**src/source/vga_pkg.sv**
```systemverilog
`default_nettype none

package vga_pkg;

   // --------------------
   // pixel and pattern types
   // --------------------

   // one bit per channel, red in the msb
   typedef struct packed {
      logic red;
      logic green;
      logic blue;
   } pixel_t;

   // test pattern opcode
   typedef enum logic [1:0] {
      PAT_BARS    = 2'd0,
      PAT_CHECKER = 2'd1,
      PAT_SOLID   = 2'd2,
      PAT_BORDER  = 2'd3
   } pattern_e;

   // --------------------
   // block to block bundles
   // --------------------

   // line render request, timing to producer
   typedef struct packed {
      logic [9:0] line;
      logic       bank;
      logic       start;
   } fill_req_t;

   // video port, syncs active low
   typedef struct packed {
      logic   hsync;
      logic   vsync;
      logic   de;
      pixel_t pixel;
   } video_out_t;

   // checker cells 8 pixels square
   localparam int CHECKER_SHIFT = 3;

endpackage

`default_nettype wire

```
**src/source/pattern_gen.sv**
```systemverilog
`timescale 1ns/10ps
`default_nettype none

module pattern_gen #(
   parameter int ACTIVE_H = 640,
   parameter int ACTIVE_V = 480
) (
   input  wire                     clk_36MHz,
   input  wire                     reset,
   input  wire vga_pkg::fill_req_t fill_req,
   input  wire vga_pkg::pattern_e  pattern,
   input  wire vga_pkg::pixel_t    rgb,
   output logic                    wr_en,
   output logic                    wr_bank,
   output logic [9:0]              wr_addr,
   output vga_pkg::pixel_t         wr_pixel
);
   import vga_pkg::*;

   // eight bars across the line
   localparam int BAR_W = ACTIVE_H / 8;

   localparam pixel_t WHITE = '{red: 1'b1, green: 1'b1, blue: 1'b1};
   localparam pixel_t BLACK = '{red: 1'b0, green: 1'b0, blue: 1'b0};

   // fill walker
   logic       busy;
   logic [9:0] pix_cnt;
   logic [9:0] bar_cnt;
   logic [2:0] bar_idx;

   // settings captured on the strobe
   pattern_e   pat_q;
   pixel_t     rgb_q;
   logic [9:0] line_q;
   logic       bank_q;

   logic       on_border;

   // --------------------
   // pixel walker
   // --------------------
   always_ff @(posedge clk_36MHz)
   begin
      if (reset)
      begin
         busy    <= 1'b0;
         pix_cnt <= '0;
         bar_cnt <= '0;
         bar_idx <= '0;
      end
      else if (fill_req.start)
      begin
         // a new strobe always restarts the line
         busy    <= 1'b1;
         pix_cnt <= '0;
         bar_cnt <= '0;
         bar_idx <= '0;
      end
      else if (busy)
      begin
         pix_cnt <= pix_cnt + 10'd1;
         // last pixel of the line
         if (pix_cnt == 10'(ACTIVE_H - 1))
            busy <= 1'b0;
         // bar index steps without a divider
         if (bar_cnt == 10'(BAR_W - 1))
         begin
            bar_cnt <= '0;
            bar_idx <= bar_idx + 3'd1;
         end
         else
            bar_cnt <= bar_cnt + 10'd1;
      end
   end

   // capture request and inputs
   always_ff @(posedge clk_36MHz)
   begin
      if (fill_req.start)
      begin
         pat_q  <= pattern;
         rgb_q  <= rgb;
         line_q <= fill_req.line;
         bank_q <= fill_req.bank;
      end
   end

   // --------------------
   // colour per pattern
   // --------------------
   assign on_border = (pix_cnt == 10'd0) || (pix_cnt == 10'(ACTIVE_H - 1)) ||
                      (line_q == 10'd0) || (line_q == 10'(ACTIVE_V - 1));

   always_comb
   begin
      case (pat_q)
         // 7 - index, white bar first
         PAT_BARS:    wr_pixel = pixel_t'(~bar_idx);
         PAT_CHECKER: wr_pixel = (pix_cnt[CHECKER_SHIFT] ^ line_q[CHECKER_SHIFT]) ? WHITE : BLACK;
         PAT_SOLID:   wr_pixel = rgb_q;
         PAT_BORDER:  wr_pixel = on_border ? WHITE : BLACK;
         default:     wr_pixel = BLACK;
      endcase
   end

   // write port straight from the walker
   assign wr_en   = busy;
   assign wr_bank = bank_q;
   assign wr_addr = pix_cnt;

endmodule

`default_nettype wire

```
**config.mk**
```make
export PLATFORM = sky130hd
export DESIGN_NAME = pattern_gen
export DESIGN_NICKNAME = d
export VERILOG_FILES = /design/src/source/vga_pkg.sv /design/src/source/pattern_gen.sv
export SDC_FILE = /design/constraint.sdc
export NUM_CORES = 1
export LEC_CHECK = 0
export BUFFER_PORTS_ARGS = -buffer_cell sky130_fd_sc_hd__buf_2
export CORE_MARGIN = 8
export CORE_UTILIZATION = 53
export DETAILED_ROUTE_END_ITERATION = 8
export GPL_TIMING_DRIVEN = 0
export PLACE_DENSITY = 0.77
export SETUP_SLACK_MARGIN = 0.1
export SLEW_MARGIN = 10
export SYNTH_ARGS = -nofsm -noshare
export SYNTH_HDL_FRONTEND = slang
export SYNTH_SLANG_ARGS = --single-unit
```
**constraint.sdc**
```tcl
create_clock -name clk_36MHz -period 2.1 [get_ports clk_36MHz]
set_input_delay 0.63 -clock clk_36MHz [delete_from_list [all_inputs] [get_ports clk_36MHz]]
set_output_delay 0.63 -clock clk_36MHz [all_outputs]
set_load 0.01 [all_outputs]
```
==> impl_summary.log <==
INFO  metric cts.clk_slew.worst_paths = 0.11 ns
INFO  metric die_area = 5220 sq um
INFO  metric fill_cells = 223
INFO  metric synth.lib_cells_used.distinct = 31
INFO  metric grt_pass1_vias = 1,277
INFO  metric floorplan.initialDensity = 55.4%
INFO  metric synthesis.area = 1680 sq um
INFO  metric grt_remaining_overflow = 0
INFO  metric worst_r2r_path_depth = 7
INFO  metric critPathRequiredTime = 1.47 ns
INFO  metric worst_skew_pair.late_latency = 0.34 ns
INFO  metric power_density = 625 nW/um^2
INFO  metric final_ant_viol_nets = 0
INFO  metric clock_root_buffer = sky130_fd_sc_hd__clkbuf_4
INFO  metric vias = 1,305
INFO  metric cts_tree = done
INFO  metric post_synthesis_sequential_area_ratio = 57.3%
INFO  metric synth_edf_count = 16
INFO  metric synth_seq_cells = 40
INFO  metric maxSlewHeadroom = 68.4%
INFO  metric synth_fp_nets = 183
INFO  metric final_core_utilization = 70.0%
INFO  metric failing_checks = setup timing
INFO  metric numClockSinks = 40
INFO  metric wl = 3640 um
INFO  metric grt_start_max_net_pins = 19
INFO  metric highest_count_cells_in_the_layout_ignoring_fill_and_taps = sky130_fd_sc_hd__buf_2, sky130_fd_sc_hd__nor2_1, sky130_fd_sc_hd__dfxtp_1
INFO  metric drt_first_iter_violations = 72
INFO  metric synth_largest_area_cell = sky130_fd_sc_hd__dfxtp_1
INFO  metric io_buffers = 33
INFO  metric fp.dieH = 72.2 um
INFO  metric yosys-top-cells-area = sky130_fd_sc_hd__dfxtp_1, sky130_fd_sc_hd__edfxtp_1, sky130_fd_sc_hd__nor2_1, sky130_fd_sc_hd__xor2_1, sky130_fd_sc_hd__xnor2_1
INFO  metric synthArstFlopShare = 0%
INFO  metric final_common_cell = sky130_fd_sc_hd__buf_2
INFO  metric clockBufferDepth = 2
INFO  metric synth_area_per_cell = 10.5 sq um
INFO  metric layout.area.seq = 973 sq um
INFO  metric start_kind = flip-flop
INFO  metric first_pass_grt_wire_length = 5720 um
INFO  metric core_region_area = 3030 sq um
INFO  metric post_cts_hold_buffer_count = 0
INFO  metric min_period = 2.44 ns
INFO  metric gpl.final_weighted_congestion = 0.743
INFO  metric rr_startpoint = bar_cnt[0]$_SDFFE_PP0P_
INFO  metric timing.setup.critical_path_class = flip-flop to primary output
INFO  metric grt_util_all_layers = 14.0%
INFO  metric startpoint = wr_addr[3]$_SDFFE_PP0P_
INFO  metric hold_path.class = input pin to flip-flop
INFO  metric final_stage_net_count = 232
INFO  metric status = finished with violations
INFO  metric worst-slew-pin-transition = 0.474 ns
INFO  metric synth_cells = 160
INFO  metric setup_viol = 3
INFO  metric power = 1.32 mW
INFO  metric hold_path_startpoint = reset
INFO  metric final-max-slew-violation-count = 0
INFO  metric insertedDiodeCount = 0
INFO  metric cts_made_buffers = 5
INFO  metric fmax = 409 MHz
INFO  metric crit_arrival = 1.81 ns
INFO  metric layout_worst_path_cycle_share = 116%
INFO  metric worst_hold_slack = 0.451 ns
INFO  metric layout_cells_sized_above_1 = 32.4%
INFO  metric average_detailed_routed_wire_length_per_instance = 14.3 um
INFO  metric worstPathMaxFanout = 5
INFO  metric drt_first_pass_iters = 4
INFO  metric finalHoldViolCount = 0
INFO  metric final-instance-count-excl-fill = 254
INFO  metric rsz0062_at_grt = yes
INFO  metric cts.htree.levels = 2
INFO  metric die_width = 72.2 um
INFO  metric static-leakage-power = 0.844 nW
INFO  metric multiInputGateArea = 751 sq um
INFO  metric post-place-cells = 237
INFO  metric critPathCaptureType = primary output
INFO  metric yosys_most_used_dff = sky130_fd_sc_hd__dfxtp_1
INFO  metric area_growth_from_synthesis_to_layout = 26.4%
INFO  metric drt_drc_violations_left = 0
INFO  metric postLayoutSetupSlackWorst = -0.343 ns
INFO  metric synth.yosys.warnings = 0
INFO  metric holdPathStages = 2
INFO  metric fin_clk_skew = 0.00680 ns
INFO  metric power.ir.vdd_worst = 0.000382 V
INFO  metric antenna_found_initial = 0
INFO  metric placement_rows = 20
INFO  metric place.detailed.hpwl = 2620 um
INFO  metric routed_via_density = 5.14
INFO  metric max_cap_viol_count = 0
INFO  metric boundaryPins = 34
INFO  metric synthDominantCellAreaShare = 28.7%
[worst max-delay path, cell delays in order (launching register included)]
cell and delay, ns:
sky130_fd_sc_hd__dfxtp_2 0.34, sky130_fd_sc_hd__buf_6 0.11, sky130_fd_sc_hd__nand4_4 0.09, sky130_fd_sc_hd__or4_4 0.51
sky130_fd_sc_hd__and4_4 0.23, sky130_fd_sc_hd__nor2_4 0.09, sky130_fd_sc_hd__buf_6 0.10
[state kept, by name (all words and copies together), names as in the netlist]
register,flops
wr_addr,10
bar_cnt,10
bar_idx,3
pat_q,2
wr_bank,1
wr_en,1
line_q,10
rgb_q,3
[power by group]
group / switching (mW) / total (mW) / internal (mW)
logic: 0.0556 / 0.111 / 0.0559
registers: 0.0184 / 0.855 / 0.837
clock network: 0.229 / 0.358 / 0.129
[cell usage after synthesis (2+ instances only)]
master / number
sky130_fd_sc_hd__a21oi_1: 4
sky130_fd_sc_hd__and3_1: 2
sky130_fd_sc_hd__buf_2: 3
sky130_fd_sc_hd__clkbuf_1: 3
sky130_fd_sc_hd__dfxtp_1: 24
sky130_fd_sc_hd__edfxtp_1: 16
sky130_fd_sc_hd__ha_1: 4
sky130_fd_sc_hd__inv_1: 2
sky130_fd_sc_hd__mux2i_1: 3
sky130_fd_sc_hd__nand2_1: 12
sky130_fd_sc_hd__nand3_1: 5
sky130_fd_sc_hd__nand4_1: 7
sky130_fd_sc_hd__nor2_1: 27
sky130_fd_sc_hd__nor3_1: 4
sky130_fd_sc_hd__nor4_1: 3
sky130_fd_sc_hd__o21ai_0: 9
sky130_fd_sc_hd__or3_1: 2
sky130_fd_sc_hd__xnor2_1: 8
sky130_fd_sc_hd__xor2_1: 10
[area by class of cell]
class | instances | share of cell area (%)
clock buffers | 7 | 2.13
plain buffers | 6 | 1.53
repair buffers | 42 | 11.9
inverters | 2 | 0.354
clock inverters | 1 | 0.177
multi-input cells | 112 | 35.4
flip-flops and latches | 40 | 45.9
well taps | 44 | 2.60
[stage by stage]
step                      instance area, sq um  setup TNS, ns  setup slack [ns]
after floorplan                           1720              0             0.117
after global placement                    1940              0           0.00174
after detailed placement                  1940         -0.100           -0.0259
after CTS                                 2060          -1.01            -0.345
after global routing                      2120          -1.25            -0.430
final                                     2120          -1.02            -0.343
[kinds of logic after synthesis]
group                      share of synthesized area (%)
DFF                                                 57.3
muxes                                               1.79
xor gates and xnor gates                            9.40
and+or+nand+nor                                     22.2
buffers and inverters                               2.01
adders and majority gates                           2.99
AOI/OAI and AO/OA                                   4.25
[metal layers]
metal | vias to the layer above | GRT usage [%] | routed length (um)
met3 | 5 | 4.82 | 200
met2 | 36 | 23.9 | 1930
met5 | - | 0 | 0
li1 | 657 | - | -
met1 | 607 | 15.5 | 1480
met4 | 0 | 5.67 | 37
[final timing paths]
kind / to / slack, ns
max: wr_pixel[0] / -0.34
min: wr_en$_SDFF_PP0_ / 0.45
max reg2reg: bar_cnt[0]$_SDFFE_PP0P_ / 0.47
min reg2reg: bar_idx[2]$_SDFFE_PP0P_ / 0.52
[timing repair]
item | CTS | global route
endpoints found under the hold margin | 0 | 0
setup endpoints to repair | 3 | 3
pin swaps | 5 | 3
gates resized for setup | 8 | 3
buffers inserted | 3 | 6
(Power assumes the default switching activity.)
