File: config.mk
export PLATFORM = sky130hd
export DESIGN_NAME = vga_timing
export DESIGN_NICKNAME = d
export VERILOG_FILES = /design/src/source/vga_pkg.sv /design/src/source/vga_timing.sv
export SDC_FILE = /design/constraint.sdc
export NUM_CORES = 1
export LEC_CHECK = 0
export ABC_CLOCK_PERIOD_IN_PS = 2750
export BUFFER_PORTS_ARGS = -buffer_cell sky130_fd_sc_hd__buf_2
export CAP_MARGIN = 25
export CELL_PAD_IN_SITES_DETAIL_PLACEMENT = 0
export CELL_PAD_IN_SITES_GLOBAL_PLACEMENT = 1
export CORE_MARGIN = 3
export CORE_UTILIZATION = 41
export CTS_BUF_LIST = sky130_fd_sc_hd__clkbuf_16
export DETAILED_ROUTE_END_ITERATION = 7
export PLACE_DENSITY = 0.88
export SLEW_MARGIN = 0
export SYNTH_ARGS = -nofsm -noshare
export SYNTH_HDL_FRONTEND = slang
export SYNTH_SLANG_ARGS = --single-unit
File: constraint.sdc
create_clock -name clk_36MHz -period 2.75 [get_ports clk_36MHz]
set_input_delay 0.55 -clock clk_36MHz [delete_from_list [all_inputs] [get_ports clk_36MHz]]
set_output_delay 0.55 -clock clk_36MHz [all_outputs]
set_load 0.01 [all_outputs]
File: src/source/vga_pkg.sv
`default_nettype none

package vga_pkg;

   // --------------------
   // pixel and pattern types
   // --------------------

   // one bit per channel, red in the msb
   typedef struct packed {
      logic red;
      logic green;
      logic blue;
   } pixel_t;

   // test pattern opcode
   typedef enum logic [1:0] {
      PAT_BARS    = 2'd0,
      PAT_CHECKER = 2'd1,
      PAT_SOLID   = 2'd2,
      PAT_BORDER  = 2'd3
   } pattern_e;

   // --------------------
   // block to block bundles
   // --------------------

   // line render request, timing to producer
   typedef struct packed {
      logic [9:0] line;
      logic       bank;
      logic       start;
   } fill_req_t;

   // video port, syncs active low
   typedef struct packed {
      logic   hsync;
      logic   vsync;
      logic   de;
      pixel_t pixel;
   } video_out_t;

   // checker cells 8 pixels square
   localparam int CHECKER_SHIFT = 3;

endpackage

`default_nettype wire

File: src/source/vga_timing.sv
`timescale 1ns/10ps
`default_nettype none

module vga_timing #(
   parameter int ACTIVE_H = 640,
   parameter int ACTIVE_V = 480,
   parameter int HFP      = 32,
   parameter int H_PULSE  = 48,
   parameter int HBP      = 112,
   parameter int VFP      = 1,
   parameter int V_PULSE  = 3,
   parameter int VBP      = 25
) (
   input  wire                  clk_36MHz,
   input  wire                  reset,
   output vga_pkg::fill_req_t   fill_req,
   output logic                 rd_bank,
   output logic [9:0]           rd_addr,
   input  wire vga_pkg::pixel_t rd_pixel,
   output vga_pkg::video_out_t  video,
   output logic [9:0]           x,
   output logic [9:0]           y
);
   import vga_pkg::*;

   // blanking sits at the front of line and frame
   localparam int BLACK_H  = HFP + H_PULSE + HBP;
   localparam int BLACK_V  = VFP + V_PULSE + VBP;
   localparam int H_PIXELS = BLACK_H + ACTIVE_H;
   localparam int V_LINES  = BLACK_V + ACTIVE_V;

   logic [9:0] h_counter;
   logic [9:0] v_counter;

   // raster decode
   logic       hsync_n;
   logic       vsync_n;
   logic       h_active;
   logic       v_active;
   logic       active;
   logic [9:0] line_idx;
   logic [9:0] next_line;
   logic [9:0] next_idx;
   logic       next_active;

   // output stage
   logic       hsync_q;
   logic       vsync_q;
   logic       de_q;

   // --------------------
   // raster counters
   // --------------------
   always_ff @(posedge clk_36MHz)
   begin
      if (reset)
      begin
         h_counter <= '0;
         v_counter <= '0;
      end
      else if (h_counter < 10'(H_PIXELS - 1))
         h_counter <= h_counter + 10'd1;
      else
      begin
         // end of line, step or wrap the frame
         h_counter <= '0;
         if (v_counter < 10'(V_LINES - 1))
            v_counter <= v_counter + 10'd1;
         else
            v_counter <= '0;
      end
   end

   // front porch, pulse, back porch
   assign hsync_n  = !(h_counter >= 10'(HFP) && h_counter < 10'(HFP + H_PULSE));
   assign vsync_n  = !(v_counter >= 10'(VFP) && v_counter < 10'(VFP + V_PULSE));
   assign h_active = (h_counter >= 10'(BLACK_H));
   assign v_active = (v_counter >= 10'(BLACK_V));
   assign active   = h_active && v_active;
   assign line_idx = v_counter - 10'(BLACK_V);

   // --------------------
   // fill one line ahead
   // --------------------
   assign next_line   = (v_counter == 10'(V_LINES - 1)) ? 10'd0 : v_counter + 10'd1;
   assign next_active = (next_line >= 10'(BLACK_V));
   assign next_idx    = next_line - 10'(BLACK_V);

   always_ff @(posedge clk_36MHz)
   begin
      if (reset)
         fill_req <= '0;
      else
      begin
         // strobe at line start
         fill_req.start <= (h_counter == 10'd0) && next_active;
         fill_req.line  <= next_idx;
         fill_req.bank  <= next_idx[0];
      end
   end

   // reader takes the bank of the line on screen
   assign rd_bank = line_idx[0];
   assign rd_addr = h_active ? h_counter - 10'(BLACK_H) : 10'd0;

   // --------------------
   // video output, one cycle behind counters
   // --------------------
   always_ff @(posedge clk_36MHz)
   begin
      if (reset)
      begin
         hsync_q <= 1'b1;
         vsync_q <= 1'b1;
         de_q    <= 1'b0;
         x       <= '0;
         y       <= '0;
      end
      else
      begin
         hsync_q <= hsync_n;
         vsync_q <= vsync_n;
         de_q    <= active;
         // coordinates zero outside the active area
         x       <= active ? h_counter - 10'(BLACK_H) : 10'd0;
         y       <= active ? line_idx : 10'd0;
      end
   end

   // colour is the buffer read register, blanked by delayed de
   assign video = '{hsync: hsync_q,
                    vsync: vsync_q,
                    de:    de_q,
                    pixel: de_q ? rd_pixel : pixel_t'(3'b000)};

endmodule

`default_nettype wire

==> results.ini, run 1 <==
[drt]
wl_um=5822
antenna_left=0
drc=0
drt-initial-drc-count=186
firstDrtPassIters=5
wl_per_cell_um=13.54
drt-vias-per-instance=5.121
dr_total_vias=2202

[synthesis]
synth_area_sq_um=2706
synth-main-ff-cell=dfxtp_1
synth_area_leaders=dfxtp_1 40%, nor2_1 5.7%, xor2_1 5.2%, ha_1 5.1%, xnor2_1 4.2%
ys_types=53
synth_edf_count=0
syn_inst=313
synth.avg_cell_area_sq_um=8.646
yosysMostFrequentCell=dfxtp_1
synth_seq_cells=54
seq_area_frac_synth=0.3994
ys_async_sr_fraction=0
synth_top_area_share=0.3994
yosys-top-cells-count=54 x dfxtp_1, 41 x nor2_1, 21 x nand2_1
yosysTopAreaCell=dfxtp_1
ys_warn_count=0
syn_nets=329

[finish]
nNetsFinal=370
syn_to_final_growth_pct=15.21
drive_above_1_share=0.2479
antenna_cells=0

[global_route]
grt_max_degree=18
first_global_vias=2062
track_usage=0.1639
grt_pass1_wl_um=9887
antenna_found_initial=0
gr-total-overflow=0

[sta]
fin_skew_ps=6.480
min_period_over_period=0.9279
slew_viol_final=0
finalSetupViolCount=0
fmax_mhz=391.9
period_needed_ps=2552
worst_slack_ps=198.2
grt_setup_unrepaired=false
fin_setup_tns_ps=0
worst_slew_pin_slew_ps=851.1
hold_viol=0
max_slew_margin=0.4299

[critical_path]
critPathCaptureType=output port
startpoint=h_counter[2]
start_kind=flop
reg2reg_to=fill_req[10]
path_max_fanout=11
reg2reg_slack_ps=240
arrival_ps=2000
cp_data_required_time_ps=2200
endpoint=rd_addr[6]
r2r-start=v_counter[1]
path_class=flop to output port
ff2ff_path_depth=10

[power]
p_sw_frac=0.2196
p_clk_frac=0.430
total_power_w=0.001463
pwr-share-seq=0.544
share_comb_of_total_power=0.026
p_per_area_nw_per_um2=469.3
leakage_nw=1.386
peakVddDrop_mv=0.3076
intPower_w=0.001142
switchingPower_w=0.0003213

[status]
status=completed

[floorplan]
die-area_sq_um=7612
ios=54
rows=28
die_x_um=87.25
start_util=0.4389
dieHeight_um=87.25
coreArea_sq_um=6166

[placed_design]
place_congestion=0.8615
port_buffers=53
place_ws_ps=266.2
dp_hpwl_um=4269

[clocking]
ctsRootBufferMaster=clkbuf_16
cts_buffers=5
cts_setup_buffers=0
cts_tree=built
htreeDepth=2
cts-resized-gates=0
path_clk_slew_ps=70
cts_sinks=54
clk_latency_ps=290
cts_hold_buf=0
cts_buffer_depth=2

[job]
cap_violations=0

[worst_hold_path]
hp-class=flop to flop

## kinds of logic (layout without fill, tap and decap cells)
group,after synthesis,in the layout,synth area share
muxes,1,1,0.003699
adders and majority gates,11,11,0.05085
AOI/OAI and AO/OA,43,43,0.1031
DFF,54,54,0.3994
buffers and inverters,36,78,0.07304
and+or+nand+nor,138,138,0.2700
xor gates and xnor gates,30,30,0.09986
## power groups by stage
stage | Clock [W] | Combinational [W] | Sequential [W]
finish | 0.000629 | 0.0000379 | 0.000796
global route | 0.000681 | 0.0000430 | 0.000797
CTS | 0.000642 | 0.0000384 | 0.000796
detailed placement | 0 | 0.0000380 | 0.000814
global placement | 0 | 0.0000368 | 0.000814
floorplan | 0 | 0.0000215 | 0.000816
## worst max-delay path, stage by stage (launching register included)
cell and delay, ps:
dfxtp_1 370, or4_4 580, nor4_2 350, nor4_4 130
nor2_1 130, buf_2 140
## worst min-delay path by stage
stage / endpoint / startpoint / cells after the start
floorplan: h_counter[0] / h_counter[0] / 1
global placement: h_counter[0] / h_counter[0] / 1
detailed placement: h_counter[0] / h_counter[0] / 1
CTS: h_counter[0] / h_counter[0] / 1
global route: x[3] / h_counter[3] / 1
finish: h_counter[0] / h_counter[0] / 1
## sequential cells by signal, indices dropped and copies added (netlist names)
signal / count
hsync_q: 1
fill_req: 11
x: 10
y: 10
de_q: 1
v_counter: 10
h_counter: 10
vsync_q: 1
## cell usage in the layout, fill, tap and decap left out, types with 10 or more instances in the layout
master,netlist,final
ha_1,11,11
xnor2_1,13,13
nand2_1,21,21
xor2_1,16,16
buf_2,9,53
a21oi_1,10,10
and2_1,11,11
o21ai_0,14,14
dfxtp_1,54,54
nand3_1,13,13
nor2_1,41,41
## layer usage
metal	vias up	global-route usage	share of wire
met4	0	0.05997	0.016
met2	63	0.2507	0.45
met1	1015	0.2257	0.48
met5	-	0	0
li1	1116	-	-
met3	8	0.03595	0.053
## stage by stage
stage	hold slack, ps	utilization	area [sq um]	cells
2_1_floorplan	450.0	-	2706	313
3_3_place_gp	475.2	0.4807	2964	422
5_1_grt	589.2	0.5057	3118	430
6_report	512.2	0.5057	3118	430
4_1_cts	512.7	0.5043	3109	430
3_5_place_dp	480.0	0.4807	2964	422
## layout make-up
cell class | count | area [sq um]
sequential | 54 | 1081
fill | 578 | 3048
inverter | 10 | 37.54
timing repair buffer | 60 | 317.8
clock buffer | 5 | 125.1
tap | 75 | 93.84
clock inverter | 3 | 20.02
multi-input combinational | 223 | 1443
(Power assumes the default switching activity.)
==> inputs of run 2 (changes only) <==
- BUFFER_PORTS_ARGS: -buffer_cell sky130_fd_sc_hd__buf_2 -> -buffer_cell sky130_fd_sc_hd__clkbuf_2
==> run 2 against run 1 <==
Effect of this change: cell area up 0.16%; routed wire length down 0.15%; via count about the same; first-iteration DRC count down 15%; clock skew down 3.7 ps; register-to-register slack about the same; critical endpoint is now rd_addr[5]; largest power group unchanged; highest routed layer unchanged.
==> results.ini, run 2 (synthesis results as in run 1) <==
[status]
status=completed

[critical_path]
arrival_ps=2060  ; +60 ps
reg2reg_to=fill_req[10]
start_kind=flop
r2r-start=v_counter[1]
path_class=flop to output port
cp_data_required_time_ps=2200  ; about the same
slowest_stage=or4_4
path_max_fanout=11  ; unchanged
reg2reg_slack_ps=230  ; about the same
cpPeakStageDelay_ps=580  ; about the same
critPathCaptureType=output port
ff2ff_path_depth=10  ; unchanged
crit_chain=or4_4 > nor4_2 > nor4_4 > nor2b_1 > clkbuf_2

[drt]
dr_total_vias=2204  ; +0.091%
antenna_left=0  ; unchanged
drt-vias-per-instance=5.150  ; +0.56%
drc=0  ; unchanged
wl_per_cell_um=13.58  ; +0.31%
firstDrtPassIters=4  ; -1
drt-initial-drc-count=159  ; -15%
wl_um=5813  ; -0.15%

[floorplan]
die_x_um=87.25  ; unchanged
coreArea_sq_um=6166  ; unchanged
die-area_sq_um=7612  ; unchanged
rows=28  ; unchanged
start_util=0.4389  ; unchanged
ios=54  ; unchanged
dieHeight_um=87.25  ; unchanged

[finish]
antenna_cells=0  ; unchanged
final_cell_count_no_fill=428  ; -0.47%
mostFrequentLayoutCell=dfxtp_1
seq_area_sq_um=1081  ; unchanged
largest_reg_flops=11  ; unchanged
fillers=581  ; +0.52%
nNetsFinal=368  ; -0.54%
multi_input_area_sq_um=1443  ; unchanged
top_register=fill_req
most-common-layout-cells=54 x dfxtp_1, 53 x clkbuf_2, 41 x nor2_1
syn_to_final_growth_pct=15.40
finalInstanceArea_sq_um=3123  ; +0.16%
drive_above_1_share=0.2465  ; -0.001428

[worst_hold_path]
hp-class=flop to flop
whs_path_depth=1  ; unchanged
whs_endpoint=y[0]
hold_start=v_counter[0]

[power]
p_per_area_nw_per_um2=491.7  ; +4.8%
peakVddDrop_mv=0.2591  ; -16%
leakage_nw=1.360  ; -1.9%
total_power_w=0.001536  ; +5.0%

[clocking]
cts_buffer_depth=2  ; unchanged
cts_hold_buf=0  ; unchanged
ctsRootBufferMaster=clkbuf_16
cts_buffers=5  ; unchanged
path_clk_slew_ps=70  ; about the same
cts_setup_buffers=0  ; unchanged
htreeDepth=2  ; unchanged
cts_sinks=54  ; unchanged
clk_latency_ps=290  ; about the same
cts_tree=built

[global_route]
use_met2=0.2473  ; -0.003425
antenna_found_initial=0  ; unchanged
grt_pass1_wl_um=9894  ; about the same
top_usage_layer=met2
first_global_vias=2063  ; +0.048%
gr-total-overflow=0  ; unchanged
groute.layer.met1.usage=0.2235  ; -0.002197
track_usage=0.1625  ; -0.001342
grtUsageMet3=0.03500  ; -0.0009461
grt_max_degree=18  ; unchanged

[sta]
finalSetupViolCount=0  ; unchanged
worst_slew_pin_slew_ps=824.9  ; -26.21 ps
hold_viol=0  ; unchanged
period_needed_ps=2608  ; +56.00 ps
slew_viol_final=0  ; unchanged
fmax_mhz=383.5  ; -2.1%
worst_slack_ps=142.2  ; -56.00 ps
max_slew_margin=0.4475  ; +0.01756
fin_setup_tns_ps=0  ; unchanged
min_period_over_period=0.9483  ; +0.02036
grt_setup_unrepaired=false
fin_skew_ps=2.809  ; -3.671 ps

[job]
cap_violations=0  ; unchanged

[placed_design]
dp_hpwl_um=4217  ; -1.2%
post-place-cells=420  ; -0.47%
port_buffers=53  ; unchanged
place_congestion=0.8753  ; +1.6%
place_ws_ps=267.2  ; +1.066 ps
place_area_sq_um=2949  ; -0.51%

[run 2: metrics by stage]
| stage | utilization | hold slack [ps] |
|---|---|---|
| after floorplan | - | 450.0 |
| after global placement | 0.4783 | 457.1 |
| after detailed placement | 0.4783 | 472.0 |
| after CTS | 0.5051 | 487.1 |
| after global routing | 0.5065 | 495.2 |
| final | 0.5065 | 489.5 |
[run 2: power by group]
part	switching (W)	total [W]	internal (W)	leakage, nW
Sequential	0.00000654	0.000797	0.000790	0.438
Clock	0.000275	0.000701	0.000426	0.0836
Combinational	0.0000239	0.0000378	0.0000139	0.839
Total	0.000306	0.00154	0.00123	1.36
[run 2: cell type report]
cell class,count,area share
multi-input combinational,223,0.4619
sequential,54,0.3462
timing repair buffer,58,0.09695
clock buffer,5,0.04006
tap,75,0.03005
clock inverter,3,0.01282
inverter,10,0.01202
[run 2: worst max-delay path by stage]
stage	start	to	slack, ps
after global routing	v_counter[1]	fill_req[10]	3
after CTS	h_counter[6]	rd_addr[9]	50
after detailed placement	v_counter[1]	fill_req[10]	270
after global placement	v_counter[1]	fill_req[10]	390
after floorplan	v_counter[0]	fill_req[10]	140
final	h_counter[2]	rd_addr[5]	140
[run 2: what timing repair did]
action                                  4_1_cts  5_1_grt
endpoints found under the hold margin         0        0
endpoints found under the setup margin        0       10
gates resized for setup                       0        1
[run 2: worst max-delay path, delay by kind of cell, from the launching register on]
family	cells	cell delay, ps
and+or+nand+nor	4	1240
buffers and inverters	1	140
DFF	1	390
[run 2: metal layers]
metal  part of all wire  wire length [um]
met1               0.46              2698
met4              0.017                98
met3              0.068               398
met5                  0                 0
met2               0.45              2618
==> inputs of run 3 (changes only) <==
- ABC_AREA: default -> 1
- CORE_UTILIZATION: 41 -> 40
==> run 3 against run 2 <==
Effect of this change: routed wire length grew 4.9%; synthesized area grew 1.9%; combinational power grew 14%; largest cell class unchanged; non-clock buffer count shrank 3; critical path depth grew 2; clock power grew 15%; synthesized cell count grew 17%; critical path type unchanged; total power grew 7.1%.
==> results.ini, run 3 <==
[power]
p_clk_frac=0.490  ; +0.033
pwr-share-seq=0.483  ; -0.036
share_comb_of_total_power=0.026  ; about the same
p_per_area_nw_per_um2=507.3  ; +3.2%
p_sw_frac=0.1925  ; -0.006442
total_power_w=0.001645  ; +7.1%
leakage_nw=1.610  ; +18%
intPower_w=0.001328  ; +8.0%
peakVddDrop_mv=0.2598  ; +0.27%
switchingPower_w=0.0003167  ; +3.7%

[synthesis]
syn_inst=367  ; +17%
ys_warn_count=0  ; unchanged
yosys-top-cells-count=73 x nand2_1, 54 x dfxtp_1, 54 x nor2_1
synth_area_sq_um=2759  ; +1.9%
ys_types=36  ; -32%
syn_nets=383  ; +16%
synth_area_leaders=dfxtp_1 39%, nand2_1 9.9%, nor2_1 7.3%, inv_1 6.0%, ha_1 5.0%
synth.avg_cell_area_sq_um=7.517  ; -13%
synth_edf_count=0  ; unchanged
synth_top_area_share=0.3918  ; -0.007608
ys_async_sr_fraction=0  ; unchanged
synth-main-ff-cell=dfxtp_1
yosysMostFrequentCell=nand2_1
seq_area_frac_synth=0.3918  ; -0.007608
yosysTopAreaCell=dfxtp_1
synth_seq_cells=54  ; unchanged

[sta]
period_needed_ps=2337  ; -270.8 ps
hold_viol=0  ; unchanged
worst_slew_pin_slew_ps=515.2  ; -309.7 ps
fmax_mhz=427.9  ; +12%
finalSetupViolCount=0  ; unchanged
slew_viol_final=0  ; unchanged
max_slew_margin=0.6561  ; +0.2086
worst_slack_ps=413.0  ; +270.8 ps
min_period_over_period=0.8498  ; -0.09846
grt_setup_unrepaired=false
fin_skew_ps=6.674  ; +3.865 ps
fin_setup_tns_ps=0  ; unchanged

[finish]
syn_to_final_growth_pct=17.55
antenna_cells=0  ; unchanged
top_register=fill_req
fin_util=0.4966  ; -0.009942
mostFrequentLayoutCell=nand2_1
most-common-layout-cells=73 x nand2_1, 54 x nor2_1, 54 x dfxtp_1
largest_reg_flops=11  ; unchanged
nNetsFinal=433  ; +18%
drive_above_1_share=0.2512  ; +0.004737

[critical_path]
critPathCaptureType=output port
cp_data_required_time_ps=2200  ; about the same
crit_chain=inv_1 > nor3_2 > nand3_1 > nand3_1 > inv_1 > nor2_1 > clkbuf_2
cp.depth=7  ; +2
path_class=flop to output port
arrival_ps=1790  ; -270 ps
slowest_stage=dfxtp_1
crit_family=simple AND/OR/NAND/NOR gates
ff2ff_path_depth=12  ; +2
start_kind=flop
critPathBufInv=3  ; +2
cpPeakStageDelay_ps=430  ; -150 ps
path_max_fanout=8  ; -3

[drt]
drt-vias-per-instance=4.683  ; -9.1%
dr_total_vias=2318  ; +5.2%
antenna_left=0  ; unchanged
drc=0  ; unchanged
wl_per_cell_um=12.32  ; -9.3%
firstDrtPassIters=5  ; +1
wl_um=6100  ; +4.9%
drt-initial-drc-count=125  ; -21%

[clocking]
htreeDepth=2  ; unchanged
cts_setup_buffers=0  ; unchanged
cts_buffer_depth=2  ; unchanged
clk_latency_ps=290  ; about the same
cts_buffers=5  ; unchanged
ctsRootBufferMaster=clkbuf_16
path_clk_slew_ps=70  ; about the same
cts-resized-gates=0  ; unchanged
cts_sinks=54  ; unchanged
cts_hold_buf=0  ; unchanged
cts_tree=built

[placed_design]
port_buffers=53  ; unchanged
place_ws_ps=552.5  ; +285.3 ps
dp_hpwl_um=4589  ; +8.8%
place_congestion=0.9176  ; +4.8%

[worst_hold_path]
hp-class=flop to flop
whs_path_depth=1  ; unchanged

[global_route]
track_usage=0.1651  ; +0.002594
first_global_vias=2187  ; +6.0%
top_usage_layer=met2
use_met2=0.2881  ; +0.04086
grt_max_degree=20  ; +2
groute.layer.met1.usage=0.2121  ; -0.01145
grtUsageMet3=0.02857  ; -0.006433
antenna_found_initial=0  ; unchanged
grt_pass1_wl_um=10320  ; +4.3%
gr-total-overflow=0  ; unchanged

[floorplan]
dieHeight_um=89.05  ; +2.1%
ios=54  ; unchanged
start_util=0.4224  ; -0.01651
die-area_sq_um=7930  ; +4.2%
coreArea_sq_um=6531  ; +5.9%
die_x_um=89.05  ; +2.1%
rows=29  ; +3.6%

[job]
cap_violations=0  ; unchanged

[status]
status=completed

run 3: power groups by stage:
| stage | clock network [W] | logic [W] | registers [W] |
|---|---|---|---|
| 2_1_floorplan | 0 | 0.0000243 | 0.000815 |
| 3_3_place_gp | 0 | 0.0000438 | 0.000813 |
| 3_5_place_dp | 0 | 0.0000432 | 0.000814 |
| 4_1_cts | 0.000820 | 0.0000435 | 0.000795 |
| 5_1_grt | 0.000855 | 0.0000490 | 0.000796 |
| 6_report | 0.000807 | 0.0000430 | 0.000795 |
run 3: layout make-up:
| class | count | area (sq um) |
|---|---|---|
| clock buffers | 5 | 125.1 |
| clock inverters | 3 | 68.82 |
| fillers | 639 | 3288 |
| inverters | 50 | 187.7 |
| multi-input cells | 251 | 1404 |
| flip-flops and latches | 54 | 1081 |
| well taps | 77 | 96.34 |
| repair buffers | 55 | 280.3 |
run 3: per-layer routing:
| metal | routed length [um] | up-vias |
|---|---|---|
| met5 | 0 | - |
| met4 | 62 | 0 |
| met3 | 309 | 7 |
| met2 | 2875 | 51 |
| met1 | 2853 | 1021 |
| li1 | - | 1239 |
run 3: logic make-up after synthesis:
group                    share of synthesized area
buffers and inverters                      0.09932
AO/OA/AOI/OAI                              0.07438
XOR/XNOR                                   0.04445
AND/OR/NAND/NOR                             0.3401
adder cells (fa/ha/maj)                    0.04989
flip-flops                                  0.3918
run 3: worst paths after layout:
kind                                    from            to  slack [ps]
worst max-delay path            h_counter[6]    rd_addr[9]         410
worst max register to register  v_counter[0]   fill_req[0]         510
worst min register to register  h_counter[0]  h_counter[0]         500
worst min-delay path            h_counter[0]  h_counter[0]         500
run 3: worst register-to-register path, cell delays in order, from the launching register on:
cell	delay (ps)
dfxtp_1	480
inv_2	130
ha_1	280
inv_1	110
nor2_2	60
nand3_4	160
nand2_1	120
ha_1	250
nor3_1	240
nand2_1	100
nand2_1	70
nand2_1	50
a21oi_1	120
run 3: through the flow:
stage	hold WS, ps	std cells	instance area [sq um]
3_3_place_gp	472.3	487	3049
5_1_grt	550.5	495	3243
4_1_cts	505.0	495	3243
3_5_place_dp	486.9	487	3049
2_1_floorplan	451.8	367	2759
6_report	504.5	495	3243
